**config.mk**
```make
export PLATFORM = sky130hd
export DESIGN_NAME = bpu_predecode
export DESIGN_NICKNAME = d
export VERILOG_FILES = /design/src/bpu_pkg.sv /design/src/bpu_predecode.sv
export SDC_FILE = /design/constraint.sdc
export NUM_CORES = 1
export LEC_CHECK = 0
export BUFFER_PORTS_ARGS = -buffer_cell sky130_fd_sc_hd__buf_2
export CAP_MARGIN = 25
export CORE_ASPECT_RATIO = 0.75
export CORE_MARGIN = 2
export CORE_UTILIZATION = 29
export DETAILED_ROUTE_END_ITERATION = 8
export PLACE_DENSITY = 0.84
export RECOVER_POWER = 50
export SYNTH_ARGS = -nofsm -noshare
export SYNTH_HDL_FRONTEND = slang
export SYNTH_SLANG_ARGS = --single-unit
```
**constraint.sdc**
```tcl
create_clock -name vclk -period 0.8
set_input_delay 0.08 -clock vclk [all_inputs]
set_output_delay 0.08 -clock vclk [all_outputs]
set_load 0.03 [all_outputs]
```
**src/bpu_pkg.sv**
```systemverilog
package bpu_pkg;

    // datapath widths
    localparam int XLEN   = 32;
    localparam int HIST_W = 16;    // global history length
    localparam int CTR_W  = 2;

    // bimodal table, indexed by pc[9:1]
    localparam int BIM_ENTRIES = 512;
    localparam int BIM_IDX_W   = 9;

    // tagged tables T0 and T1
    localparam int TAGE_ENTRIES = 256;
    localparam int TAGE_IDX_W   = 8;
    localparam int TAG_W        = 10;
    localparam int PTAG_W       = 6;    // upper tag bits used for the match

    // btb, index pc[9:2], tag pc[31:10]
    localparam int BTB_ENTRIES = 256;
    localparam int BTB_IDX_W   = 8;
    localparam int BTB_TAG_W   = 22;

    localparam logic [6:0] OP_BRANCH = 7'b1100011;
    localparam logic [6:0] OP_JAL    = 7'b1101111;
    localparam logic [6:0] OP_JALR   = 7'b1100111;

    typedef logic [CTR_W-1:0] ctr_t;

    localparam ctr_t CTR_INIT = 2'b01;    // weakly not taken

    typedef enum logic [1:0] {
        PROV_BIM = 2'd0,
        PROV_T0  = 2'd1,
        PROV_T1  = 2'd2
    } provider_e;

    typedef struct packed {
        logic [XLEN-1:0] pc;
        logic [XLEN-1:0] inst;
    } bpu_fetch_t;

    typedef struct packed {
        logic              is_ctrl;
        logic              taken;
        logic [XLEN-1:0]   target;
        provider_e         provider;    // returned with the feedback
        logic [HIST_W-1:0] history;     // history seen by this lookup
    } bpu_pred_t;

    typedef struct packed {
        logic              valid;
        logic              taken;       // resolved outcome
        logic              pred_taken;
        provider_e         provider;
        logic [XLEN-1:0]   pc;
        logic [HIST_W-1:0] history;
        logic [XLEN-1:0]   target;      // resolved target
    } bpu_feedback_t;

    typedef struct packed {
        logic             valid;
        logic [TAG_W-1:0] tag;
        ctr_t             ctr;
    } tage_entry_t;

    typedef struct packed {
        logic                 valid;
        logic [BTB_TAG_W-1:0] tag;
        logic [XLEN-1:0]      target;
    } btb_entry_t;

    // short history table
    function automatic void t0_hash(
        input  logic [XLEN-1:0]       pc,
        input  logic [HIST_W-1:0]     hist,
        output logic [TAGE_IDX_W-1:0] idx,
        output logic [TAG_W-1:0]      tag
    );
        idx = pc[7:0] ^ hist[7:0];
        tag = pc[17:8] ^ hist[15:6];
    endfunction

    // long history table, low history byte folded into the tag
    function automatic void t1_hash(
        input  logic [XLEN-1:0]       pc,
        input  logic [HIST_W-1:0]     hist,
        output logic [TAGE_IDX_W-1:0] idx,
        output logic [TAG_W-1:0]      tag
    );
        idx = pc[7:0] ^ hist[15:8];
        tag = pc[17:8] ^ TAG_W'(hist[7:0]);
    endfunction

endpackage

```
**src/bpu_predecode.sv**
```systemverilog
module bpu_predecode (
    input  logic [bpu_pkg::XLEN-1:0] inst_i,
    output logic                     is_branch_o,
    output logic                     is_jal_o,
    output logic                     is_jalr_o,
    output logic                     is_ret_o,
    output logic [bpu_pkg::XLEN-1:0] br_off_o,
    output logic [bpu_pkg::XLEN-1:0] jal_off_o
);

    logic [6:0] opcode;
    logic [4:0] rd;
    logic [4:0] rs1;
    logic       link_rs1;

    assign opcode   = inst_i[6:0];
    assign rd       = inst_i[11:7];
    assign rs1      = inst_i[19:15];
    assign link_rs1 = (rs1 == 5'd1) || (rs1 == 5'd5);    // ra or t0

    assign is_branch_o = (opcode == bpu_pkg::OP_BRANCH);
    assign is_jal_o    = (opcode == bpu_pkg::OP_JAL);
    assign is_jalr_o   = (opcode == bpu_pkg::OP_JALR);

    // jalr x0, 0(ra) and the t0 variant
    assign is_ret_o = is_jalr_o && (rd == 5'd0) && link_rs1 && (inst_i[31:20] == 12'd0);

    // B-type immediate
    assign br_off_o = {{19{inst_i[31]}}, inst_i[31], inst_i[7],
                       inst_i[30:25], inst_i[11:8], 1'b0};

    // J-type immediate
    assign jal_off_o = {{11{inst_i[31]}}, inst_i[31], inst_i[19:12],
                        inst_i[20], inst_i[30:21], 1'b0};

endmodule

```
Word-level counts from Yosys, hierarchy flattened
Cells that the tools add are included.

cells by class
  shifts and indexed selects = 0
  equality and inequality tests = 5
  $add $sub $neg = 0
  multipliers = 0
  mux-type cells = 0
  divide/modulo/power cells = 0
  order comparisons = 0
  reduce and logical (&&, ||, !) cells = 6
  bitwise operators = 0

operators by type and width
  operator                                                         count
  7-bit == test, second input constant                             3
  12-bit zero test                                                 1
  5-bit by 1-bit == test with 1-bit output, second input constant  1
  5-bit by 3-bit == test with 1-bit output, second input constant  1
  5-bit zero test                                                  1
  1-bit logical AND                                                3
  1-bit logical OR                                                 1

storage, ports and cells
  bits in latches = 0
  memories kept = 0
  bits in registers = 0
  output and inout port bits = 68
  input port bits = 32
  bits in writable memories = 0
  bits in read-only memories = 0

Longest topological paths before layout
  word-level depth = 4
  mapped depth = 3

Worst setup path before layout
OpenSTA, ideal clock, no wires.

  path kind = in2out
  start point = input port inst_i[4] (netlist bit)
  end point = output port is_ret_o
  buffers on the path = 0
  stages on the path = 3
  setup slack = -0.380 ns
  data arrival time = 1.100 ns
  path through = and3b_1 -> nand4_2 -> nor4_2

between the ends
  longest elaborated chain between the ends = 4

ends and longest elaborated chain
  element                         RTL line             text
  from (decl)                     bpu_predecode.sv:2   input logic [bpu_pkg::XLEN-1:0] inst_i,
  7-bit == test                   bpu_predecode.sv:23  assign is_jalr_o = (opcode == bpu_pkg::OP_JALR);
  1-bit logical AND (3 in a row)  bpu_predecode.sv:26  assign is_ret_o = is_jalr_o && (rd == 5'd0) && link_rs1 && (inst_i[31:20] == 12'd0);
  to (decl)                       bpu_predecode.sv:6   output logic is_ret_o,

No other way between the ends.

Worst setup path in the final report
  start point = input port inst_i[21] (netlist bit)
  end point = output port is_ret_o

between the ends
  longest elaborated chain between the ends = 2

ends and longest elaborated chain
  element            RTL line
  12-bit zero test   bpu_predecode.sv:26
  1-bit logical AND  bpu_predecode.sv:26

No other way between the ends.

==> results by group <==
Floorplan
  – Die W: approximately 56 µm
  – Starting density of the core: roughly 30%
  – Die H: roughly 43 µm
  – Die Area: between 2000 and 2500 µm²
  – Io pins: 100
  – Core area: approximately 2000 µm²
  – Std-Cell Rows: 14

Timing
  – F_max: 0.910 GHz
  – Unrepaired setup endpoints after global routing: yes
  – Fin crit period: roughly 1.1 ns
  – Final slew viol count: 0
  – Setup violations, final: 4
  – Final hold violations: 0
  – Setup ws final: -0.299 ns
  – Post-route clock period utilization: 137%
  – Min Hold Slack: about 0.16 ns

Logic synthesis
  – Sequential fraction of the synthesis area: 0%
  – Top-area cell type share of the netlist area: about four fifths
  – Biggest area consumer among synthesized cells: buf_4
  – Synthesized area: 592 µm²
  – Synth Area per Inst: between 7 and 8 µm²
  – Synth cell types: 13
  – Mapped Cells: 81
  – Warnings, synthesis: 0
  – Synth area leaders: buf_4, nor4_1, nor4b_2, nand4_2, nor4_2

Cells and area
  – Commonest non-fill, non-tap cell in the layout: buf_2
  – Area Growth Syn to Fin: 30.9%
  – Share of cells above drive strength 1: between 70% and 80%
  – Diodes inserted: 0
  – Layout net count: 149
  – FFs & Latches: 0
  – Most frequent cells in the layout: buf_2, clkbuf_1, buf_6
  – # clk buffers: 0
  – Filler cells: approximately 220
  – Non-filler instance count after layout: approximately 140
  – Register Area: 0 µm²
  – Multi-input logic area: between 200 and 250 µm²
  – Final instance area: a little under 800 µm²
  – Final core area utilization: around two fifths

Worst hold path
  – Min-delay src: inst_i[12]
  – Hold Path Depth: 0
  – Worst hold path endpoint: jal_off_o[12]
  – Hold Crit Class: in -> out

Worst setup path
  – Critical Path Start Type: input pin
  – Worst Path Arrival: a little over 1 ns
  – Crit path max fanout: 2
  – Crit path kind: in -> out
  – CP required: 0.72 ns
  – CP endpoint kind: output port

GRT
  – Tot GR Track Use: between 8 and 9%
  – First-pass GRT wire length: between 1.5 and 2 mm
  – Initial antenna violation count: 0
  – Vias in the first global route: between 400 and 500
  – Largest net degree at the start of global routing: 33
  – Total gr overflow: 0

Place
  – # port buffers: 90
  – GP Congestion: roughly 0.66
  – Inst Count DP: approximately 140
  – Cell Area, Placed: 674 µm²
  – Placement Setup Slack: -0.468 ns
  – DP HPWL: 1.10 mm

Run status
  – Failing checks: setup timing
  – Status: complete, but fails checks

Run
  – Max-cap viol count: 0

Route
  – First-pass detailed-route iteration total: 2
  – Wire per inst: 9.45 µm
  – DR vias: ~520
  – Total routed wirelength: 1.31 mm
  – DRC errors left: 0
  – Vias per inst: ~3.7
  – Detail Route Antenna Nets: 0
  – Iteration-0 DRC Markers: 1

Power
  – Max VDD drop: ~0.62 mV
  – P_leak: between 0.4 and 0.5 nW
  – PwrDens: roughly 850 nW/µm²

Clock network
  – Setup bufs post-CTS: 0
## where the power goes
group	switching (mW)	internal (mW)
clock	0	0
combinational	0.469	0.189
sequential	0	0
total	0.469	0.189
## critical path, stage by stage
cell	delay (ns)
buf_6	0.10
nor4b_4	0.30
nand4_1	0.19
nor4_4	0.16
buf_4	0.19
## layer usage
metal  wire [µm]  track usage, %
met1         408            9.06
met2         765            19.8
met3         138           0.915
met4           0           0.952
met5           0               0
## final cells by class
type                            count  area share (%)
Multi-Input combinational cell     17            26.0
Timing Repair Buffer               97            69.6
Tap cell                           24            3.88
Inverter                            1           0.485
## cells by family after synthesis
kind of cell | Yosys count | synth area share (%)
buffers and inverters | 65 | 81.8
AND/OR/NAND/NOR | 15 | 17.5
other | 1 | 0.634
## what timing repair did
action,4_1_cts,5_1_grt
hold buffers,0,0
setup endpoints to repair,4,4
gates resized for setup,17,10
pin swaps,5,1
## cells in the mapped netlist
| cell type | n |
|---|---|
| and3b_1 | 1 |
| buf_4 | 64 |
| conb_1 | 1 |
| inv_1 | 1 |
| nand2_1 | 1 |
| nand3_1 | 1 |
| nand4_1 | 1 |
| nand4_2 | 1 |
| nor2_1 | 3 |
| nor3_1 | 2 |
| nor4_1 | 3 |
| nor4_2 | 1 |
| nor4b_2 | 1 |
## metrics by stage
| stage | power, mW | TNS (ns) |
|---|---|---|
| 4_1_cts | 0.667 | -0.818 |
| 5_1_grt | 0.693 | -0.881 |
| 6_report | 0.658 | -0.716 |
| 3_3_place_gp | 0.620 | -1.07 |
| 3_5_place_dp | 0.627 | -1.11 |
| 2_1_floorplan | 0.617 | -0.495 |
## how the worst max path moves through the flow
stage / startpoint / cells past startpoint / slack (ns) / to
after floorplan: inst_i[4] / 3 / -0.22 / is_ret_o
after global placement: inst_i[8] / 5 / -0.47 / is_ret_o
after detailed placement: inst_i[8] / 5 / -0.47 / is_ret_o
after CTS: inst_i[21] / 5 / -0.29 / is_ret_o
after global routing: inst_i[21] / 5 / -0.35 / is_ret_o
final: inst_i[21] / 5 / -0.30 / is_ret_o
(Power assumes the default switching activity.)
