## config.mk

```make
export PLATFORM = sky130hd
export DESIGN_NAME = bpu_next_pc
export DESIGN_NICKNAME = d
export VERILOG_FILES = /design/src/bpu_pkg.sv /design/src/bpu_next_pc.sv
export SDC_FILE = /design/constraint.sdc
export NUM_CORES = 1
export LEC_CHECK = 0
export ABC_AREA = 1
export BUFFER_PORTS_ARGS = -buffer_cell sky130_fd_sc_hd__buf_2
export CAP_MARGIN = 20
export CORE_MARGIN = 2
export CORE_UTILIZATION = 60
export DETAILED_ROUTE_END_ITERATION = 12
export PLACE_DENSITY_LB_ADDON = 0.1
export SYNTH_ARGS = -nofsm -noshare
export SYNTH_HDL_FRONTEND = slang
export SYNTH_SLANG_ARGS = --single-unit
```

## constraint.sdc

```tcl
create_clock -name vclk -period 2.9
set_input_delay 0.29 -clock vclk [all_inputs]
set_output_delay 0.29 -clock vclk [all_outputs]
set_load 0.02 [all_outputs]
```

## src/bpu_pkg.sv

```systemverilog
package bpu_pkg;

    // datapath widths
    localparam int XLEN   = 32;
    localparam int HIST_W = 16;    // global history length
    localparam int CTR_W  = 2;

    // bimodal table, indexed by pc[9:1]
    localparam int BIM_ENTRIES = 512;
    localparam int BIM_IDX_W   = 9;

    // tagged tables T0 and T1
    localparam int TAGE_ENTRIES = 256;
    localparam int TAGE_IDX_W   = 8;
    localparam int TAG_W        = 10;
    localparam int PTAG_W       = 6;    // upper tag bits used for the match

    // btb, index pc[9:2], tag pc[31:10]
    localparam int BTB_ENTRIES = 256;
    localparam int BTB_IDX_W   = 8;
    localparam int BTB_TAG_W   = 22;

    localparam logic [6:0] OP_BRANCH = 7'b1100011;
    localparam logic [6:0] OP_JAL    = 7'b1101111;
    localparam logic [6:0] OP_JALR   = 7'b1100111;

    typedef logic [CTR_W-1:0] ctr_t;

    localparam ctr_t CTR_INIT = 2'b01;    // weakly not taken

    typedef enum logic [1:0] {
        PROV_BIM = 2'd0,
        PROV_T0  = 2'd1,
        PROV_T1  = 2'd2
    } provider_e;

    typedef struct packed {
        logic [XLEN-1:0] pc;
        logic [XLEN-1:0] inst;
    } bpu_fetch_t;

    typedef struct packed {
        logic              is_ctrl;
        logic              taken;
        logic [XLEN-1:0]   target;
        provider_e         provider;    // returned with the feedback
        logic [HIST_W-1:0] history;     // history seen by this lookup
    } bpu_pred_t;

    typedef struct packed {
        logic              valid;
        logic              taken;       // resolved outcome
        logic              pred_taken;
        provider_e         provider;
        logic [XLEN-1:0]   pc;
        logic [HIST_W-1:0] history;
        logic [XLEN-1:0]   target;      // resolved target
    } bpu_feedback_t;

    typedef struct packed {
        logic             valid;
        logic [TAG_W-1:0] tag;
        ctr_t             ctr;
    } tage_entry_t;

    typedef struct packed {
        logic                 valid;
        logic [BTB_TAG_W-1:0] tag;
        logic [XLEN-1:0]      target;
    } btb_entry_t;

    // short history table
    function automatic void t0_hash(
        input  logic [XLEN-1:0]       pc,
        input  logic [HIST_W-1:0]     hist,
        output logic [TAGE_IDX_W-1:0] idx,
        output logic [TAG_W-1:0]      tag
    );
        idx = pc[7:0] ^ hist[7:0];
        tag = pc[17:8] ^ hist[15:6];
    endfunction

    // long history table, low history byte folded into the tag
    function automatic void t1_hash(
        input  logic [XLEN-1:0]       pc,
        input  logic [HIST_W-1:0]     hist,
        output logic [TAGE_IDX_W-1:0] idx,
        output logic [TAG_W-1:0]      tag
    );
        idx = pc[7:0] ^ hist[15:8];
        tag = pc[17:8] ^ TAG_W'(hist[7:0]);
    endfunction

endpackage

```

## src/bpu_next_pc.sv

```systemverilog
module bpu_next_pc (
    input  logic [bpu_pkg::XLEN-1:0]   pc_i,
    input  logic                       is_branch_i,
    input  logic                       is_jal_i,
    input  logic                       is_jalr_i,
    input  logic                       is_ret_i,
    input  logic [bpu_pkg::XLEN-1:0]   br_off_i,
    input  logic [bpu_pkg::XLEN-1:0]   jal_off_i,
    input  logic                       dir_taken_i,
    input  bpu_pkg::provider_e         provider_i,
    input  logic [bpu_pkg::HIST_W-1:0] history_i,
    input  logic                       btb_hit_i,
    input  logic [bpu_pkg::XLEN-1:0]   btb_target_i,
    output bpu_pkg::bpu_pred_t         pred_o
);

    logic [bpu_pkg::XLEN-1:0] pc_seq;

    assign pc_seq = pc_i + 4;

    always_comb begin
        pred_o          = '0;
        pred_o.target   = pc_seq;
        pred_o.provider = provider_i;
        pred_o.history  = history_i;
        if (is_ret_i) begin
            pred_o.is_ctrl = 1'b1;    // no return stack, fall through
        end else if (is_jal_i) begin
            pred_o.is_ctrl = 1'b1;
            pred_o.taken   = 1'b1;
            pred_o.target  = btb_hit_i ? btb_target_i : pc_i + jal_off_i;
        end else if (is_branch_i || is_jalr_i) begin
            pred_o.is_ctrl = 1'b1;
            pred_o.taken   = dir_taken_i;
            if (dir_taken_i) begin
                if (btb_hit_i) begin
                    pred_o.target = btb_target_i;
                end else if (is_branch_i) begin
                    pred_o.target = pc_i + br_off_i;
                end
                // jalr without a btb entry has no target, stays pc+4
            end
        end
    end

endmodule

```

Word-level counts from Yosys, hierarchy flattened
Index checks and enable logic that the tools add are counted.
{"block": "totals", "register_bits": 0, "inputBits": 152, "output_inout_bits": 52, "wordCells": 12}
{"block": "classes", "n_addsub": 3, "muxes": 8, "n_reduce_logical": 1}
{"operator": "$mux W32", "n": 4}
{"operator": "$mux W34", "n": 2}
{"operator": "$add A32 B32 Y32", "n": 2}
{"operator": "$mux W33", "n": 1}
{"operator": "$add A32 B3 Y32 const B", "n": 1}
{"operator": "$logic_or A1 B1 Y1", "n": 1}
{"operator": "$mux W1", "n": 1}

Depth between registers and ports, before layout
Gate-level depths: netlist of run 1.
{"block": "logic_depth", "depth_word": 7, "mapped_depth": 16, "ltp_nobuf": 16}

Worst setup path before layout of run 1
OpenSTA, ideal clock, no wires.
{"block": "synth_path", "path_kind": "in2out", "from": "input port pc_i[0] (netlist name)", "to": "output port pred_o[46] (netlist name)", "arrival_ps": 1947, "required_time_ps": 2610, "path_slack_ps": 663, "cell_stages": 15, "cell_sequence": "ha_1 fa_1 nand3_1 nand3_1 nand2_1 nand2_1 nand2_1 nand2_1 nand2_1 nand3_1 nand3_1 nand2_1 nand2_1 nand2_1 nand2_1"}
{"element": "from (decl)", "line": "bpu_next_pc.sv:2", "source": "input logic [bpu_pkg::XLEN-1:0] pc_i,"}
{"element": "to (decl)", "line": "bpu_next_pc.sv:14", "source": "output bpu_pkg::bpu_pred_t pred_o"}

==> impl_metrics.tcl, run 1 <==
set metrics [dict create \
    drtIter0Drc 1264 \
    slew-limit-headroom_pct 52.0 \
    synth_top_area_cell "sky130_fd_sc_hd__nand2_1" \
    netlist_top_cells_area "sky130_fd_sc_hd__nand2_1 32%, sky130_fd_sc_hd__inv_1 14%, sky130_fd_sc_hd__ha_1 10%" \
    maxClockFrequency_ghz 0.362 \
    proportion_of_synthesized_chip_area_in_sequential_cells_pct 0 \
    syn_area_um2 7620 \
    dr_total_vias 10719 \
    top_level_ports 204 \
    finalWirelength_um 29300 \
    yosysWarningCount 0 \
    critical_path_launch_point_type "input port" \
    final_min_period_over_clock_period_pct 95.3 \
    first_global_vias 9235 \
    overflow 0 \
    min_path_type "in2out" \
    global_route.usage.met2_pct 67.9 \
    outcome "finished clean" \
    hpwlAfterDp_um 24600 \
    antenna_found_initial 0 \
    p_leak_nw 5.41 \
    min_period_ns 2.77 \
    timing.final.setup_violations 0 \
    drv_cap 0 \
    route.detailed.drc 0 \
    grt.total_usage_pct 41.6 \
    wl_per_cell_um 15.1 \
    rsz0062_at_grt "false" \
    drive_above_1_share_pct 12.8 \
    layout-area-overhead-vs-synth_pct 12.8 \
    gpl.final_weighted_congestion 1.02 \
    hold_path_end "pred_o[11]" \
    layout.cell_area.non_filler_um2 8600 \
    die_area_um2 13600 \
    met1_capacity_usage_during_global_routing_pct 55.9 \
    placedInstanceArea_um2 8590 \
    ff_latch_area_um2 0 \
    post_synth_inst_count 1622 \
    ys_types 40 \
    portBuffers 168 \
    synth_largest_type_area_fraction_pct 32.3 \
    layout.filler_cells 1328 \
    nClkBuffers 0 \
    multi_input_area_um2 6320 \
    hold_start "history_i[11]" \
    tightest_slew_ns 0.720 \
    dieHeight_um 117 \
    worst_setup_path_end_kind "output port" \
    critPathRequiredTime_ns 2.61 \
    row_count 41 \
    max_rail_drop_vdd_mv 0.129 \
    syn_nets 1839 \
    average_cell_area_after_synthesis_um2 4.70 \
    dr.pass1.iters 6 \
    path_max_fanout 6 \
    cp.arrival_ns 2.48 \
    grt_util_met3_pct 8.04 \
    die_width_um 117 \
    report.final.slew_viol_count 0 \
    seq_cells 0 \
    antenna-diode-count 0 \
    design.final.nets 1980 \
    power_density_nw_per_um2 193 \
    grt_first_pass_wirelength_um 45000 \
    start_util_pct 60.9 \
    depth_of_the_worst_hold_timing_path 0 \
    grt.busiest_layer "met2" \
    antenna_violating_nets_post_route 0 \
    hold_violations 0 \
    finalSetupTns_ns 0 \
    worst-setup-path-type "in2out" \
    core_area_um2 12500 \
    post_drt_via_cell_ratio 5.55 \
    largest_net_degree_at_the_start_of_global_routing 50 \
    post_cts_hold_buffer_count 0 \
]
-- through the flow --
stage               worst slack (ns)  utilization (%)  total power, mW  hold slack [ns]  instances
finish                         0.135             68.7             1.66            0.580       1933
global route                 0.00547             68.7             1.84            0.580       1933
CTS                           0.0830             68.6             1.60            0.580       1933
detailed placement            0.0862             68.6             1.60            0.580       1933
global placement               0.153             68.6             1.58            0.580       1933
floorplan                      0.663                -             1.12            0.693       1622
-- power by group --
part | switching (mW) | internal [mW]
clock network | 0 | 0
registers | 0 | 0
logic | 1.10 | 0.562
-- worst max path at each step --
stage / endpoint / slack [ns] / from / depth (start not counted)
CTS: pred_o[38] / 0.08 / pc_i[0] / 18
global route: pred_o[49] / 0.005 / pc_i[5] / 17
finish: pred_o[33] / 0.13 / pc_i[6] / 15
global placement: pred_o[46] / 0.15 / pc_i[0] / 18
floorplan: pred_o[46] / 0.66 / pc_i[0] / 15
detailed placement: pred_o[38] / 0.09 / pc_i[0] / 18
-- cell usage after synthesis --
cell,number
sky130_fd_sc_hd__nand2_1,656
sky130_fd_sc_hd__inv_1,284
sky130_fd_sc_hd__nand3_1,150
sky130_fd_sc_hd__nor2_1,125
sky130_fd_sc_hd__a21oi_1,108
sky130_fd_sc_hd__ha_1,63
sky130_fd_sc_hd__o21ai_0,32
sky130_fd_sc_hd__clkbuf_1,22
sky130_fd_sc_hd__nand4_1,22
sky130_fd_sc_hd__nor3_1,19
sky130_fd_sc_hd__buf_4,18
sky130_fd_sc_hd__and2_1,15
sky130_fd_sc_hd__xor2_1,15
sky130_fd_sc_hd__nand3b_1,9
sky130_fd_sc_hd__or2_2,8
sky130_fd_sc_hd__buf_2,7
sky130_fd_sc_hd__xnor2_1,7
sky130_fd_sc_hd__o21bai_1,6
sky130_fd_sc_hd__o31ai_1,6
sky130_fd_sc_hd__a22oi_1,5
sky130_fd_sc_hd__nand2_2,5
sky130_fd_sc_hd__nor2_2,5
sky130_fd_sc_hd__nor3_2,5
sky130_fd_sc_hd__nor4_1,3
sky130_fd_sc_hd__o211ai_1,3
sky130_fd_sc_hd__o21a_1,3
sky130_fd_sc_hd__a21boi_0,2
sky130_fd_sc_hd__a21o_1,2
sky130_fd_sc_hd__buf_1,2
sky130_fd_sc_hd__fa_1,2
sky130_fd_sc_hd__nand3_2,2
sky130_fd_sc_hd__o221ai_1,2
sky130_fd_sc_hd__or2_1,2
sky130_fd_sc_hd__inv_2,1
sky130_fd_sc_hd__nor2_4,1
sky130_fd_sc_hd__nor3_4,1
sky130_fd_sc_hd__o21ai_1,1
sky130_fd_sc_hd__o22ai_1,1
sky130_fd_sc_hd__or2_0,1
sky130_fd_sc_hd__xor2_2,1
-- timing repair --
action                                 4_1_cts  5_1_grt
endpoints found under the hold margin        0        0
setup endpoints to repair                    0        9
setup buffers                                0        0
gates resized for setup                      0        6
-- layout make-up --
cell class                 count  share of cell area [%]
inverter                     285                    12.4
multi-input combinational   1288                    73.5
timing repair buffer         188                    11.5
tap                          172                    2.50
-- worst max-delay path: stages --
cell	delay (ns)
sky130_fd_sc_hd__buf_2	0.18
sky130_fd_sc_hd__ha_1	0.39
sky130_fd_sc_hd__nand2_1	0.13
sky130_fd_sc_hd__nor2_1	0.28
sky130_fd_sc_hd__nand2_1	0.10
sky130_fd_sc_hd__nand2_1	0.10
sky130_fd_sc_hd__nand2_1	0.09
sky130_fd_sc_hd__nand2_1	0.17
sky130_fd_sc_hd__nand2_1	0.07
sky130_fd_sc_hd__nand3_1	0.13
sky130_fd_sc_hd__nand3_1	0.09
sky130_fd_sc_hd__nand3_1	0.07
sky130_fd_sc_hd__nand3_1	0.07
sky130_fd_sc_hd__nand2_1	0.13
sky130_fd_sc_hd__buf_2	0.18
-- kinds of logic (layout without fill, tap and decap cells) --
family / count (synthesis) / count (layout) / synth area share, %
xor+xnor: 23 / 23 / 2.74
compound gates: 171 / 171 / 12.2
fa+ha+maj: 65 / 65 / 10.9
buf+inv: 334 / 473 / 17.4
simple gates: 1029 / 1029 / 56.7
-- cell usage in the layout (no fill, tap or decap), drive strengths merged, types with 3 or more instances in the layout --
cell / synthesis / routed
o21bai: 6 / 6
nand4: 22 / 22
a22oi: 5 / 5
o21a: 3 / 3
and2: 15 / 15
buf: 27 / 188
o21ai: 33 / 33
nand3: 152 / 152
or2: 11 / 11
nand2: 661 / 661
xnor2: 7 / 7
o211ai: 3 / 3
a21oi: 108 / 108
nor4: 3 / 3
inv: 285 / 285
o31ai: 6 / 6
xor2: 16 / 16
nor3: 25 / 25
ha: 63 / 63
nor2: 131 / 131
nand3b: 9 / 9
-- metal layers --
layer | share of wire, % | wire [um]
met1 | 41 | 11900
met2 | 43 | 12500
met3 | 13 | 3780
met4 | 3.7 | 1070
met5 | 0 | 0
Power figures use the tool's default switching activity.
==> inputs of run 2 (changes only) <==
--- a/config.mk
+++ b/config.mk
@@ -6,9 +6,8 @@
 export NUM_CORES = 1
 export LEC_CHECK = 0
-export ABC_AREA = 1
 export BUFFER_PORTS_ARGS = -buffer_cell sky130_fd_sc_hd__buf_2
 export CAP_MARGIN = 20
 export CORE_MARGIN = 2
-export CORE_UTILIZATION = 60
+export CORE_UTILIZATION = 57
 export DETAILED_ROUTE_END_ITERATION = 12
 export PLACE_DENSITY_LB_ADDON = 0.1
==> constraint.sdc (replaced) <==
create_clock -name vclk -period 2.9
set_input_delay 0.58 -clock vclk [all_inputs]
set_output_delay 0.58 -clock vclk [all_outputs]
set_load 0.02 [all_outputs]
==> impl_metrics.tcl, run 2 <==
set metrics [dict create \
    outcome "did not finish" \
    haltStage "global routing" \
    toolErrorMsg "[ERROR GRT-0116] Global routing finished with congestion. Check the congestion regions in the DRC Viewer." \
    simple_gate_share_of_the_synthesized_area_pct 25.5 \
    grt.total_usage_pct 89.2 \
    start_util_pct 58.6 \
    portBuffers 168 \
    synth_xor_xnor_area_share_pct 11.2 \
    synth_top_family_by_area "compound AO/OA/AOI/OAI gates" \
    synth_top_area_cell "sky130_fd_sc_hd__ha_1" \
    ys_types 84 \
    yosysWarningCount 0 \
    syn_nets 1022 \
    synth_largest_type_area_fraction_pct 14.5 \
    top_level_ports 204 \
    synth_compound_area_share_pct 39.7 \
    dieHeight_um 102 \
    average_cell_area_after_synthesis_um2 6.73 \
    die_width_um 102 \
    yosysMostFrequentCell "sky130_fd_sc_hd__nand2_1" \
    synthMuxAreaShare_pct 2.24 \
    proportion_of_synthesized_chip_area_in_sequential_cells_pct 0 \
    largest_net_degree_at_the_start_of_global_routing 37 \
    syn_area_um2 5420 \
    synth_fa_ha_area_share_pct 15.3 \
    row_count 35 \
    netlist_top_cells_area "sky130_fd_sc_hd__ha_1 15%, sky130_fd_sc_hd__a21oi_1 6.6%, sky130_fd_sc_hd__nand2_1 6.2%" \
    dpl.cell_count 1277 \
    post_synth_inst_count 805 \
    yosys-top-cells-count "89 x sky130_fd_sc_hd__nand2_1, 73 x sky130_fd_sc_hd__nor2_1, 72 x sky130_fd_sc_hd__a21oi_1" \
    hpwlAfterDp_um 22800 \
    gpl.final_weighted_congestion 1.10 \
    first_global_vias 12349 \
    overflow 334 \
    grt_first_pass_wirelength_um 72600 \
]
run 2: cells by family after synthesis:
kind of cell / count (synthesis)
AOI/OAI and AO/OA: 310
and+or+nand+nor: 282
buffers and inverters: 67
muxes: 12
adders and majority gates: 65
xor gates and xnor gates: 69
run 2: what timing repair did:
item	in CTS
hold buffers	0
endpoints found under the setup margin	28
resized for setup	123
setup buffers	25
pin swaps	83
run 2: per-layer routing:
layer  GRT overflow  global-route usage (%)
met5              0                    30.8
met4            103                     101
met3              6                    72.5
met2            214                     108
met1             11                    84.1
run 2: per-stage QoR:
step / cell area, um^2 / worst slack, ns
3_3_place_gp: 8280 / -0.755
2_1_floorplan: 5910 / -0.404
3_5_place_dp: 8280 / -0.820
4_1_cts: 8970 / -0.661
==> inputs of run 3 (changes only) <==
Settings changed: CORE_UTILIZATION 57 to 40, PLACE_DENSITY_LB_ADDON 0.1 to 0.15.
==> impl_metrics.tcl, run 3 <==
set metrics [dict create \
    largest_net_degree_at_the_start_of_global_routing 42 \
    layout.cells.most_common_list "275 x sky130_fd_sc_hd__buf_4, 132 x sky130_fd_sc_hd__buf_2, 86 x sky130_fd_sc_hd__nand2_1" \
    post_synth_inst_count 805 \
    design.final.nets 1422 \
    final_min_period_over_clock_period_pct 122 \
    slew-limit-headroom_pct 51.4 \
    overflow 0 \
    synth_top_family_by_area "compound AO/OA/AOI/OAI gates" \
    hpwlAfterDp_um 21100 \
    place_worst_setup_slack_ns -0.735 \
    depth_of_the_worst_hold_timing_path 0 \
    finalSetupTns_ns -13.07 \
    top_level_ports 204 \
    synth_fa_ha_area_share_pct 15.3 \
    antenna_violating_nets_post_route 0 \
    tightest_slew_ns 0.726 \
    antenna_found_initial 0 \
    dr.pass1.iters 7 \
    netlist_top_cells_area "sky130_fd_sc_hd__ha_1 15%, sky130_fd_sc_hd__a21oi_1 6.6%, sky130_fd_sc_hd__nand2_1 6.2%" \
    min_path_type "in2out" \
    first_global_vias 7869 \
    wl_per_cell_um 19.1 \
    syn_nets 1022 \
    layout-area-overhead-vs-synth_pct 76.8 \
    start_util_pct 40.9 \
    max_rail_drop_vdd_mv 0.131 \
    nClkBuffers 0 \
    post_drt_via_cell_ratio 5.93 \
    synth_xor_xnor_area_share_pct 11.2 \
    rsz0062_at_grt "true" \
    gpl.final_weighted_congestion 1.00 \
    route.detailed.drc 0 \
    multi_input_area_um2 6090 \
    ys_types 84 \
    timing.final.setup_violations 28 \
    hold_violations 0 \
    proportion_of_synthesized_chip_area_in_sequential_cells_pct 0 \
    maxClockFrequency_ghz 0.282 \
    syn_area_um2 5420 \
    yosysWarningCount 0 \
    power_density_nw_per_um2 222 \
    grt_first_pass_wirelength_um 40000 \
    path_max_fanout 3 \
    report.final.slew_viol_count 0 \
    dr_total_vias 8184 \
    layout.filler_cells 1101 \
    average_cell_area_after_synthesis_um2 6.73 \
    row_count 42 \
    fin_ws_ns -0.646 \
    cp.arrival_ns 2.97 \
    synth_top_area_cell "sky130_fd_sc_hd__ha_1" \
    post_cts_hold_buffer_count 0 \
    antenna-diode-count 0 \
    finalHoldWorstSlack_ns 1.16 \
    ff_latch_area_um2 0 \
    core_area_um2 13200 \
    placedInstanceArea_um2 8650 \
    p_leak_nw 4.34 \
    hold_start "history_i[1]" \
    die_area_um2 14500 \
    die_width_um 120 \
    yosys-top-cells-count "89 x sky130_fd_sc_hd__nand2_1, 73 x sky130_fd_sc_hd__nor2_1, 72 x sky130_fd_sc_hd__a21oi_1" \
    critical_path_launch_point_type "input port" \
    drtIter0Drc 790 \
    finalWirelength_um 26300 \
    layout.cells.non_filler 1379 \
    synth_compound_area_share_pct 39.7 \
    yosysMostFrequentCell "sky130_fd_sc_hd__nand2_1" \
    min_period_ns 3.55 \
    simple_gate_share_of_the_synthesized_area_pct 25.5 \
    seq_cells 0 \
    hold_path_end "pred_o[1]" \
    worst_setup_path_end_kind "output port" \
    dpl.cell_count 1361 \
    layout.cell_area.non_filler_um2 9580 \
    critPathRequiredTime_ns 2.32 \
    synthMuxAreaShare_pct 2.24 \
    synth_largest_type_area_fraction_pct 14.5 \
    drv_cap 0 \
    leading_cell_type_in_the_layout_fill_and_taps_excluded "sky130_fd_sc_hd__buf_4" \
    violated_checks "setup timing" \
    drive_above_1_share_pct 50.1 \
    outcome "finished with violations" \
    grt.total_usage_pct 34.2 \
    portBuffers 168 \
    dieHeight_um 120 \
    worst-setup-path-type "in2out" \
]
-- run 3: cell counts after synthesis --
No cell type changed its count.
-- run 3: worst max-delay path by stage --
stage	from	to	slack [ns]	depth (start not counted)
finish	pc_i[0]	pred_o[44]	-0.65	14
floorplan	pc_i[0]	pred_o[48]	-0.40	10
CTS	pc_i[0]	pred_o[34]	-0.61	13
global route	pc_i[0]	pred_o[44]	-0.79	14
detailed placement	pc_i[0]	pred_o[36]	-0.74	14
global placement	pc_i[0]	pred_o[36]	-0.69	14
-- run 3: kinds of logic (layout without fill, tap and decap cells) --
kind of cell,Yosys count,in the layout
AND/OR/NAND/NOR,282,282
AO/OA/AOI/OAI,310,310
multiplexers,12,12
XOR/XNOR,69,69
buffers and inverters,67,465
adder cells (fa/ha/maj),65,65
-- run 3: power breakdown --
group | leakage (nW) | switching (mW) | internal (mW)
Clock | 0 | 0 | 0
Sequential | 0 | 0 | 0
Combinational | 4.34 | 1.08 | 1.04
Total | 4.34 | 1.08 | 1.04
-- run 3: area by class of cell --
cell class,instances,area share [%]
repair buffers,447,33.5
well taps,176,2.30
inverters,18,0.705
multi-input cells,738,63.5
-- run 3: metrics by stage --
step                utilization [%]  power, mW
CTS                            69.7       1.99
detailed placement             65.3       1.83
floorplan                         -       1.05
global placement               65.3       1.82
finish                         72.3       2.13
global route                   72.3       2.27
-- run 3: what timing repair did --
| action | 4_1_cts | 5_1_grt |
|---|---|---|
| gates resized for setup | 107 | 72 |
| pin swaps | 62 | 72 |
| gates cloned | 0 | 0 |
| setup buffers | 13 | 7 |
| endpoints found under the setup margin | 28 | 28 |
-- run 3: worst max-delay path, stage by stage --
cell,delay [ns]
sky130_fd_sc_hd__buf_8,0.10
sky130_fd_sc_hd__ha_4,0.15
sky130_fd_sc_hd__fa_2,0.35
sky130_fd_sc_hd__a211oi_2,0.21
sky130_fd_sc_hd__o21ai_2,0.11
sky130_fd_sc_hd__o2111ai_2,0.23
sky130_fd_sc_hd__o22a_2,0.24
sky130_fd_sc_hd__buf_4,0.13
sky130_fd_sc_hd__buf_6,0.09
sky130_fd_sc_hd__nand2_4,0.06
sky130_fd_sc_hd__a41oi_2,0.14
sky130_fd_sc_hd__xor2_1,0.10
sky130_fd_sc_hd__a211oi_2,0.27
sky130_fd_sc_hd__buf_4,0.18
-- run 3: routing by layer --
metal  global-route usage, %  vias up  wire, um
met5                       0        -         0
met4                    13.8        0      1100
met3                    2.74       82      2100
met2                    58.2      423     12300
met1                    44.5     3803     10900
li1                        -     3876         -
==> inputs of run 4 (changes only) <==
Settings changed: BUFFER_PORTS_ARGS -buffer_cell sky130_fd_sc_hd__buf_2 to -buffer_cell sky130_fd_sc_hd__buf_4.
Clock period 2.9 ns to 2.89 ns, I/O delays scaled along.
==> impl_metrics.tcl, run 4 (synthesis gave the netlist of run 3 again) <==
set metrics [dict create \
    dieHeight_um 120 \
    dr.pass1.iters 5 \
    fin_ws_ns -0.643 \
    power_density_nw_per_um2 223 \
    drtIter0Drc 742 \
    nClkBuffers 0 \
    min_period_ns 3.53 \
    grt_first_pass_wirelength_um 40900 \
    worst-setup-path-type "in2out" \
    start_util_pct 40.9 \
    leading_cell_type_in_the_layout_fill_and_taps_excluded "sky130_fd_sc_hd__buf_4" \
    hold_violations 0 \
    layout.cells.non_filler 1367 \
    route.detailed.drc 0 \
    dr_total_vias 8188 \
    critical_path_launch_point_type "input port" \
    antenna_violating_nets_post_route 0 \
    slew-limit-headroom_pct 49.8 \
    hpwlAfterDp_um 21800 \
    post_drt_via_cell_ratio 5.99 \
    largest_net_degree_at_the_start_of_global_routing 40 \
    grt_util_met3_pct 1.93 \
    antenna_found_initial 0 \
    ff_latch_area_um2 0 \
    finalPower_mw 2.21 \
    maxClockFrequency_ghz 0.283 \
    dpl.cell_count 1346 \
    gpl.final_weighted_congestion 0.959 \
    grt.total_usage_pct 35.1 \
    drive_above_1_share_pct 50.6 \
    die_area_um2 14500 \
    rsz0062_at_grt "true" \
    path_max_fanout 3 \
    wl_per_cell_um 19.9 \
    p_leak_nw 4.43 \
    layout.cells.most_common_list "392 x sky130_fd_sc_hd__buf_4, 82 x sky130_fd_sc_hd__nand2_1, 67 x sky130_fd_sc_hd__nor2_1" \
    final_min_period_over_clock_period_pct 122 \
    design.final.nets 1410 \
    seq_cells 0 \
    critPathRequiredTime_ns 2.31 \
    cp.arrival_ns 2.96 \
    outcome "finished with violations" \
    finalHoldWorstSlack_ns 1.16 \
    violated_checks "setup timing" \
    tightest_slew_ns 0.750 \
    portBuffers 168 \
    report.final.slew_viol_count 0 \
    row_count 42 \
    finalWirelength_um 27200 \
    die_width_um 120 \
    met1_capacity_usage_during_global_routing_pct 46.2 \
    worst_setup_path_end_kind "output port" \
    global_route.usage.met2_pct 59.5 \
    first_global_vias 7943 \
    layout-area-overhead-vs-synth_pct 83.5 \
    max_rail_drop_vdd_mv 0.140 \
    layout.filler_cells 1045 \
    antenna-diode-count 0 \
    min_path_type "in2out" \
    timing.final.setup_violations 29 \
    core_area_um2 13200 \
    grt.busiest_layer "met2" \
    top_level_ports 204 \
    drv_cap 0 \
    overflow 0 \
]
run 4: power breakdown:
part           total (mW)  switching (mW)  internal, mW
sequential              0               0             0
clock                   0               0             0
combinational        2.21            1.11          1.10
run 4: path summary, 6_finish.rpt:
kind / to / depth (start not counted) / from / slack, ns
min: pred_o[1] / 0 / history_i[1] / 1.16
max: pred_o[34] / 13 / pc_i[0] / -0.64
run 4: critical path: stages:
cell	delay [ns]
sky130_fd_sc_hd__buf_8	0.10
sky130_fd_sc_hd__ha_4	0.16
sky130_fd_sc_hd__fa_2	0.34
sky130_fd_sc_hd__a211oi_2	0.25
sky130_fd_sc_hd__o21ai_2	0.10
sky130_fd_sc_hd__o2111ai_2	0.23
sky130_fd_sc_hd__buf_4	0.18
sky130_fd_sc_hd__o22ai_2	0.11
sky130_fd_sc_hd__o21a_1	0.20
sky130_fd_sc_hd__o21a_1	0.18
sky130_fd_sc_hd__o31ai_1	0.20
sky130_fd_sc_hd__a31o_2	0.21
sky130_fd_sc_hd__buf_6	0.12
run 4: final cells by class:
class                      count  area, um^2  share of cell area (%)
multi-input combinational    738        6210                    62.4
timing repair buffer         435        3450                    34.7
tap                          176         220                    2.21
inverter                      18        67.6                   0.679
run 4: routing by layer:
layer | share of wire [%] | vias to the layer above
met3 | 7.2 | 93
met2 | 47 | 418
li1 | - | 3848
met1 | 41 | 3829
met4 | 5.1 | 0
met5 | 0 | -
run 4: through the flow:
| step | instance area, um^2 | setup WS [ns] | utilization (%) | TNS (ns) |
|---|---|---|---|---|
| 2_1_floorplan | 5930 | -0.410 | - | -3.82 |
| 3_3_place_gp | 8940 | -0.723 | 67.5 | -15.29 |
| 3_5_place_dp | 8940 | -0.753 | 67.5 | -16.11 |
| 4_1_cts | 9510 | -0.661 | 71.8 | -13.11 |
| 5_1_grt | 9940 | -0.768 | 75.1 | -16.18 |
| 6_report | 9940 | -0.643 | 75.1 | -13.85 |
run 4: repair_timing:
action,4_1_cts,5_1_grt
hold buffers,0,0
pin swaps,64,81
setup buffers,10,13
resized for setup,96,75
endpoints found under the setup margin,28,30
